## src/logic/ex1_settings.svh

```systemverilog
`ifndef EX1_SETTINGS_SVH
`define EX1_SETTINGS_SVH

// datapath width
`define EX1_XLEN 32

// architectural register index
`define EX1_REG_BITS 5

// in-flight results visible to ex1
// ex2 slot 0 is the younger of the two
`define EX1_EX2_SLOTS 2
`define EX1_WB_SLOTS 3

// loaded into both lanes on flush and reset
// andi r0, r0, 0
`define EX1_INST_NOP 32'h0340_0000

`endif

```

## src/logic/ex1_pkg.sv

```systemverilog
`include "ex1_settings.svh"

package ex1_pkg;

    typedef enum logic [1:0] {
        MEM_BYTE = 2'd0,
        MEM_HALF = 2'd1,
        MEM_WORD = 2'd2
    } mem_size_e;

    typedef struct packed {
        logic      en;
        logic      store;
        mem_size_e size;
        logic      atomic;
    } mem_op_t;

    // one decoded instruction with its register file operands
    typedef struct packed {
        logic [`EX1_XLEN-1:0]     pc;
        logic [31:0]              inst;
        logic [`EX1_REG_BITS-1:0] rj;
        logic [`EX1_REG_BITS-1:0] rk;
        logic [`EX1_REG_BITS-1:0] rd;
        logic [`EX1_XLEN-1:0]     rj_data;
        logic [`EX1_XLEN-1:0]     rk_data;
        logic [`EX1_XLEN-1:0]     imm;
        mem_op_t                  mem_op;
    } lane_t;

    typedef struct packed {
        logic [`EX1_REG_BITS-1:0] rd;
        logic [`EX1_XLEN-1:0]     data;
        logic                     ready;
    } bypass_t;

    typedef struct packed {
        logic        valid;
        lane_t [1:0] lane;
    } issue_t;

    typedef struct packed {
        logic [`EX1_XLEN-1:0] rj_data;
        logic [`EX1_XLEN-1:0] rk_data;
        logic                 rj_fwd;
        logic                 rk_fwd;
        logic                 stall;
    } fwd_t;

    // lanes carry resolved operands here
    typedef struct packed {
        logic        valid;
        lane_t [1:0] lane;
    } ex1_out_t;

    typedef struct packed {
        logic                 valid;
        logic                 store;
        logic [3:0]           strb;
        logic [`EX1_XLEN-1:0] addr;
        logic [`EX1_XLEN-1:0] wdata;
        logic                 atomic;
    } dreq_t;

endpackage

```

## src/logic/ex1_operand_forward.sv

```systemverilog
`timescale 1ns/1ps
`include "ex1_settings.svh"

module ex1_operand_forward (
    input  ex1_pkg::lane_t                         lane_i,
    input  ex1_pkg::bypass_t [`EX1_EX2_SLOTS-1:0] ex2_byp_i,
    input  ex1_pkg::bypass_t [`EX1_WB_SLOTS-1:0]  wb_byp_i,
    output ex1_pkg::fwd_t                          fwd_o
);

    localparam int NUM_SLOTS = `EX1_EX2_SLOTS + `EX1_WB_SLOTS;

    typedef struct packed {
        logic [`EX1_XLEN-1:0] data;
        logic                 hit_ready;
        logic                 hit_busy;
    } src_res_t;

    // priority order is index order: ex2 slots first, then wb slots
    ex1_pkg::bypass_t [NUM_SLOTS-1:0] slots;
    src_res_t                         res_j;
    src_res_t                         res_k;

    assign slots = {wb_byp_i, ex2_byp_i};

    function automatic src_res_t resolve(
        input logic [`EX1_REG_BITS-1:0]         idx,
        input logic [`EX1_XLEN-1:0]             rf_data,
        input ex1_pkg::bypass_t [NUM_SLOTS-1:0] byp
    );
        src_res_t res;
        res.data      = rf_data;
        res.hit_ready = 1'b0;
        res.hit_busy  = 1'b0;
        // scan from lowest priority up, the last match standing wins
        for (int i = NUM_SLOTS - 1; i >= 0; i--) begin
            if (idx != '0 && byp[i].rd == idx) begin
                res.hit_ready = byp[i].ready;
                res.hit_busy  = ~byp[i].ready;
                res.data      = byp[i].ready ? byp[i].data : rf_data;
            end
        end
        return res;
    endfunction

    always_comb begin
        res_j = resolve(lane_i.rj, lane_i.rj_data, slots);
        res_k = resolve(lane_i.rk, lane_i.rk_data, slots);
    end

    assign fwd_o.rj_data = res_j.data;
    assign fwd_o.rk_data = res_k.data;
    assign fwd_o.rj_fwd  = res_j.hit_ready;
    assign fwd_o.rk_fwd  = res_k.hit_ready;

    // a hit on a result still being computed holds the lane
    assign fwd_o.stall = res_j.hit_busy | res_k.hit_busy;

    // one register index cannot be forwarded and waited on at once
    always_comb begin
        assert (!(fwd_o.stall && (fwd_o.rj_fwd || fwd_o.rk_fwd) && lane_i.rj == lane_i.rk))
            else $error("ex1_operand_forward: source both forwarded and stalled");
    end

endmodule

```

## src/logic/ex1_stage_buffer.sv

```systemverilog
`timescale 1ns/1ps
`include "ex1_settings.svh"

module ex1_stage_buffer (
    input  logic              clk,
    input  logic              reset_i,
    input  logic              flush_i,
    input  ex1_pkg::issue_t   issue_i,
    input  ex1_pkg::fwd_t     fwd0_i,
    input  ex1_pkg::fwd_t     fwd1_i,
    input  logic              ex2_allowin_i,
    output logic              allowin_o,
    output logic              ready_go_o,
    output logic              stall_o,
    output ex1_pkg::dreq_t    dreq_o,
    output ex1_pkg::ex1_out_t ex1_out_o
);

    logic              stall_any;
    logic              transfer;
    logic              flush_take;
    ex1_pkg::lane_t    lane0;
    ex1_pkg::ex1_out_t out_d;
    ex1_pkg::ex1_out_t nop_pkt;
    ex1_pkg::ex1_out_t out_q;

    assign stall_any  = fwd0_i.stall | fwd1_i.stall;
    assign stall_o    = stall_any;
    assign ready_go_o = ~stall_any;
    assign allowin_o  = ex2_allowin_i;

    assign transfer   = issue_i.valid & allowin_o & ready_go_o;
    // flush only lands when ex2 is taking
    assign flush_take = flush_i & ex2_allowin_i;

    assign lane0 = issue_i.lane[0];

    // cache request, lane 0 only
    always_comb begin
        dreq_o.valid  = transfer & lane0.mem_op.en;
        dreq_o.store  = lane0.mem_op.store;
        dreq_o.atomic = lane0.mem_op.atomic;
        dreq_o.addr   = fwd0_i.rj_data + lane0.imm;
        dreq_o.wdata  = fwd0_i.rk_data;
        case (lane0.mem_op.size)
            ex1_pkg::MEM_BYTE: dreq_o.strb = 4'b0001;
            ex1_pkg::MEM_HALF: dreq_o.strb = 4'b0011;
            default:           dreq_o.strb = 4'b1111;
        endcase
    end

    // packet with resolved operands swapped in
    always_comb begin
        out_d.valid           = issue_i.valid;
        out_d.lane            = issue_i.lane;
        out_d.lane[0].rj_data = fwd0_i.rj_data;
        out_d.lane[0].rk_data = fwd0_i.rk_data;
        out_d.lane[1].rj_data = fwd1_i.rj_data;
        out_d.lane[1].rk_data = fwd1_i.rk_data;
    end

    always_comb begin
        nop_pkt              = '0;
        nop_pkt.lane[0].inst = `EX1_INST_NOP;
        nop_pkt.lane[1].inst = `EX1_INST_NOP;
    end

    // flush beats transfer
    always_ff @(posedge clk) begin
        if (reset_i || flush_take) begin
            out_q <= nop_pkt;
        end else if (transfer) begin
            out_q <= out_d;
        end
    end

    assign ex1_out_o = out_q;

    // a memory request is always followed by its packet in ex2
    assert property (@(posedge clk) disable iff (reset_i)
        dreq_o.valid && !flush_take |=> ex1_out_o.valid && ex1_out_o.lane[0].mem_op.en)
        else $error("ex1_stage_buffer: cache request without ex2 packet");

    // back-pressure freezes the ex2 register
    assert property (@(posedge clk) disable iff (reset_i)
        !ex2_allowin_i |=> $stable(ex1_out_o))
        else $error("ex1_stage_buffer: ex1_out_o moved under back-pressure");

endmodule

```

## src/logic/ex1_stage.sv

```systemverilog
`timescale 1ns/1ps
`include "ex1_settings.svh"

module ex1_stage (
    input  logic                                   clk,
    input  logic                                   reset_i,
    input  logic                                   flush_i,
    input  ex1_pkg::issue_t                        issue_i,
    input  ex1_pkg::bypass_t [`EX1_EX2_SLOTS-1:0] ex2_byp_i,
    input  ex1_pkg::bypass_t [`EX1_WB_SLOTS-1:0]  wb_byp_i,
    input  logic                                   ex2_allowin_i,
    output logic                                   allowin_o,
    output logic                                   ready_go_o,
    output logic                                   stall_o,
    output ex1_pkg::dreq_t                         dreq_o,
    output ex1_pkg::ex1_out_t                      ex1_out_o
);

    ex1_pkg::fwd_t fwd0;
    ex1_pkg::fwd_t fwd1;

    // one forwarding unit per lane, same slots for both
    ex1_operand_forward fwd_lane0 (
        .lane_i    (issue_i.lane[0]),
        .ex2_byp_i (ex2_byp_i),
        .wb_byp_i  (wb_byp_i),
        .fwd_o     (fwd0)
    );

    ex1_operand_forward fwd_lane1 (
        .lane_i    (issue_i.lane[1]),
        .ex2_byp_i (ex2_byp_i),
        .wb_byp_i  (wb_byp_i),
        .fwd_o     (fwd1)
    );

    ex1_stage_buffer buf0 (
        .clk           (clk),
        .reset_i       (reset_i),
        .flush_i       (flush_i),
        .issue_i       (issue_i),
        .fwd0_i        (fwd0),
        .fwd1_i        (fwd1),
        .ex2_allowin_i (ex2_allowin_i),
        .allowin_o     (allowin_o),
        .ready_go_o    (ready_go_o),
        .stall_o       (stall_o),
        .dreq_o        (dreq_o),
        .ex1_out_o     (ex1_out_o)
    );

endmodule

```

## config.mk

```make
export PLATFORM = sky130hd
export DESIGN_NAME = ex1_stage
export DESIGN_NICKNAME = d
export VERILOG_FILES = /design/src/logic/ex1_pkg.sv /design/src/logic/ex1_operand_forward.sv /design/src/logic/ex1_stage_buffer.sv /design/src/logic/ex1_stage.sv
export VERILOG_INCLUDE_DIRS = /design/src /design/src/logic
export SDC_FILE = /design/constraint.sdc
export NUM_CORES = 2
export LEC_CHECK = 0
export ABC_AREA = 1
export BUFFER_PORTS_ARGS = -buffer_cell sky130_fd_sc_hd__buf_2
export CAP_MARGIN = 20
export CORE_AREA = 2 2 384 386
export DETAILED_ROUTE_END_ITERATION = 6
export DIE_AREA = 0 0 386 388
export PLACE_DENSITY = 0.51
export SLEW_MARGIN = 20
export SYNTH_ARGS = -nofsm -noshare
export SYNTH_HDL_FRONTEND = slang
export SYNTH_SLANG_ARGS = --single-unit
```

## constraint.sdc

```tcl
create_clock -name clk -period 4.2 [get_ports clk]
set_input_delay 0.21 -clock clk [delete_from_list [all_inputs] [get_ports clk]]
set_output_delay 0.21 -clock clk [all_outputs]
set_load 0.1 [all_outputs]
```

==> results.sh <==
export IMPL_ys_types=44
export IMPL_fin_crit_sh=0.948
export IMPL_htreeDepth=2
export IMPL_syn_area_per_cell_um2=5.89
export IMPL_routed_wl_um=217000
export IMPL_largest_reg_flops=361
export IMPL_endpoint="dreq_o[61]"
export IMPL_overflow=0
export IMPL_min_path_type="in -> reg"
export IMPL_setup_viol=0
export IMPL_core_um2=145000
export IMPL_die_area_um2=150000
export IMPL_cts_buffer_depth=3
export IMPL_antenna_left=0
export IMPL_synth_edf_count=0
export IMPL_syn_cell_area_um2=30400
export IMPL_stdcell_count=8386
export IMPL_cp_max_fo=15
export IMPL_synth_seq_cells=361
export IMPL_fin_skew_ps=0
export IMPL_grt_max_degree=135
export IMPL_worstHoldPathCells=4
export IMPL_num_rows=140
export IMPL_dp_cells=8011
export IMPL_fp_dieW_um=386
export IMPL_dpl_hpwl_um=168000
export IMPL_final_hold_viol_count=0
export IMPL_numPortBuffers=988
export IMPL_seqPwrFrac=0.221
export IMPL_startpoint_type="primary input"
export IMPL_slowest_delay_ps=300
export IMPL_maxCapViolations=0
export IMPL_antenna_found_initial=111
export IMPL_vias_per_cell=4.92
export IMPL_p_sw_frac=0.496
export IMPL_maxSlewHeadroom=0.236
export IMPL_async_reset_ff_frac=0
export IMPL_drcViolationCount=0
export IMPL_required_ps=3990
export IMPL_total_leakage_power_nw=21.7
export IMPL_wl_per_cell_um=25.9
export IMPL_period_minus_slack_ps=3980
export IMPL_vias=41267
export IMPL_power_switching_w=0.00839
export IMPL_outcome="finished, final reports clean"
export IMPL_io_pins=990
export IMPL_end_kind="output pin"
export IMPL_worst_pin_slew_ps=1150
export IMPL_clock_sinks=361
export IMPL_crit_path_frequent_cell="nand2_2"
export IMPL_crit_slowest_cell="ha_4"
export IMPL_clkPwrFrac=0.254
export IMPL_crit_type="in -> out"
export IMPL_syn_inst=5158
export IMPL_cts_root_buffer="clkbuf_16"
export IMPL_placed_area_um2=39500
export IMPL_internal_power_w=0.00853
export IMPL_cp_arrival_ps=3770
export IMPL_start_util=0.209
export IMPL_syn2layout_area_growth_pct=46.6
export IMPL_cp_startpoint="issue_i[115]"
export IMPL_max_freq_mhz=251
export IMPL_vdd_drop_max_mv=0.270
export IMPL_r2r_cells=4
export IMPL_cp_top_family="simple AND/OR/NAND/NOR gates"
export IMPL_fin_nets=6977
export IMPL_yosys_most_used_dff="dfxtp_1"
export IMPL_cp_num_buf_inv=9
export IMPL_post_route_cells_drive_above_1_share=0.290
export IMPL_reg2reg_slack_ps=3440
export IMPL_die_y_um=388
export IMPL_grt_pass1_wl_um=293000
export IMPL_reg2reg_to="buf0.ex1_out_o[252]"
export IMPL_yosysSeqAreaShare=0.238
export IMPL_clk_latency_ps=630
export IMPL_grt_usage=0.273
export IMPL_powerDensity_nw_per_um2=380
export IMPL_cts_buffers=50
export IMPL_clk_pin_slew_ps=60
export IMPL_gp_congestion=0.955
export IMPL_fin_tns_setup_ps=0
export IMPL_synth_net_count=5745
export IMPL_drv_slew=0
export IMPL_cts_tree="built"
export IMPL_crit_cells=28
export IMPL_worstReg2RegStart="buf0.ex1_out_o[252]"
export IMPL_dr_pass1_iters=6
export IMPL_drt_iter0_drc=3493
export IMPL_final_cell_area_um2=44600
export IMPL_comb_power_share=0.526
export IMPL_grt_pass1_vias=38689
export IMPL_ys_warnings_count=0
-- kinds of logic after synthesis --
logic type,after synthesis,share of synthesized area
AOI/OAI and AO/OA,1123,0.215
buffers and inverters,905,0.136
and+or+nand+nor,2625,0.366
other,1,0.000123
xor gates and xnor gates,111,0.0320
DFF,361,0.238
adders and majority gates,32,0.0134
-- synthesized netlist by cell type, drive strengths merged (4+ instances only) --
cell       n  area [um^2]
o21a      33          248
dfxtp    361         7230
nand2   1643         6190
a21oi    423         2440
nor2     414         1580
ha        31          388
nor3      12         60.1
clkbuf   244          922
nand3b    16          120
nand4      4         25.0
xnor2     69          604
o21ai    465         2330
nand3    534         3140
buf      193         1430
clkinv     5         18.8
inv      460         1730
a21boi     8         60.1
a211oi    24          180
xor2      42          368
o211ai   162         1220
-- power groups by stage --
| stage | registers (W) | logic (W) | clock network [W] |
|---|---|---|---|
| after floorplan | 0.00527 | 0.00408 | 0 |
| after detailed placement | 0.00381 | 0.00846 | 0 |
| final | 0.00373 | 0.00890 | 0.00430 |
| after global placement | 0.00380 | 0.00845 | 0 |
| after CTS | 0.00373 | 0.00867 | 0.00444 |
| after global routing | 0.00376 | 0.00934 | 0.00456 |
-- metrics by stage --
stage / total power [W] / setup slack [ps] / util / hold WS (ps)
3_3_place_gp: 0.0122 / -506 / 0.272 / 436
4_1_cts: 0.0168 / -47.4 / 0.299 / 0.881
2_1_floorplan: 0.00935 / -317 / - / 358
6_report: 0.0169 / 218 / 0.307 / 18.8
5_1_grt: 0.0177 / -45.1 / 0.307 / 10.1
3_5_place_dp: 0.0123 / -499 / 0.272 / 440
-- layout by cell type, fill, tap and decap left out, types with 67 or more instances in the layout --
cell,n
o21ai_0,451
buf_12,67
dlygate4sd3_1,215
o211ai_1,162
nand3_2,101
a21oi_1,305
buf_4,362
dfxtp_1,361
inv_1,428
buf_2,945
nor2_1,395
a21oi_2,112
nand3_1,431
nand2_1,1600
-- worst register-to-register path, delay by kind of cell (launching register included) --
| kind | cells | cell delay, ps |
|---|---|---|
| buffers and inverters | 1 | 60 |
| flip-flops | 1 | 430 |
| AND/OR/NAND/NOR | 3 | 220 |
-- repair_timing --
action / in CTS / in global routing
cloned: 0 / 7
pin swaps: 0 / 48
gates resized for setup: 18 / 169
endpoints found under the setup margin: 16 / 24
hold buffers: 214 / 1
endpoints found under the hold margin: 214 / 1
buffers inserted: 1 / 21
-- routing by layer --
metal | track usage | up-vias | wire (um)
met4 | 0.125 | 100 | 11200
met3 | 0.0842 | 534 | 21700
met2 | 0.462 | 2163 | 102000
met1 | 0.311 | 19335 | 81300
met5 | 0 | - | 635
li1 | - | 19135 | -
-- how the worst min path moves through the flow --
stage | from | endpoint | slack [ps]
finish | issue_i[111] | buf0.ex1_out_o[111] | 20
global route | issue_i[284] | buf0.ex1_out_o[284] | 10
floorplan | issue_i[102] | buf0.ex1_out_o[102] | 360
global placement | buf0.ex1_out_o[318] | buf0.ex1_out_o[318] | 440
CTS | issue_i[114] | buf0.ex1_out_o[114] | 0.9
detailed placement | buf0.ex1_out_o[360] | buf0.ex1_out_o[360] | 440
-- cell type report --
type / count / area [um^2]
Fill cell: 16261 / 101000
Multi-Input combinational cell: 3892 / 20000
Timing Repair Buffer: 1620 / 11400
Sequential cell: 361 / 7230
Tap cell: 1917 / 2400
Inverter: 465 / 1770
Clock buffer: 66 / 1410
Clock inverter: 26 / 204
Antenna cell: 39 / 97.6
Power figures use the tool's default switching activity.
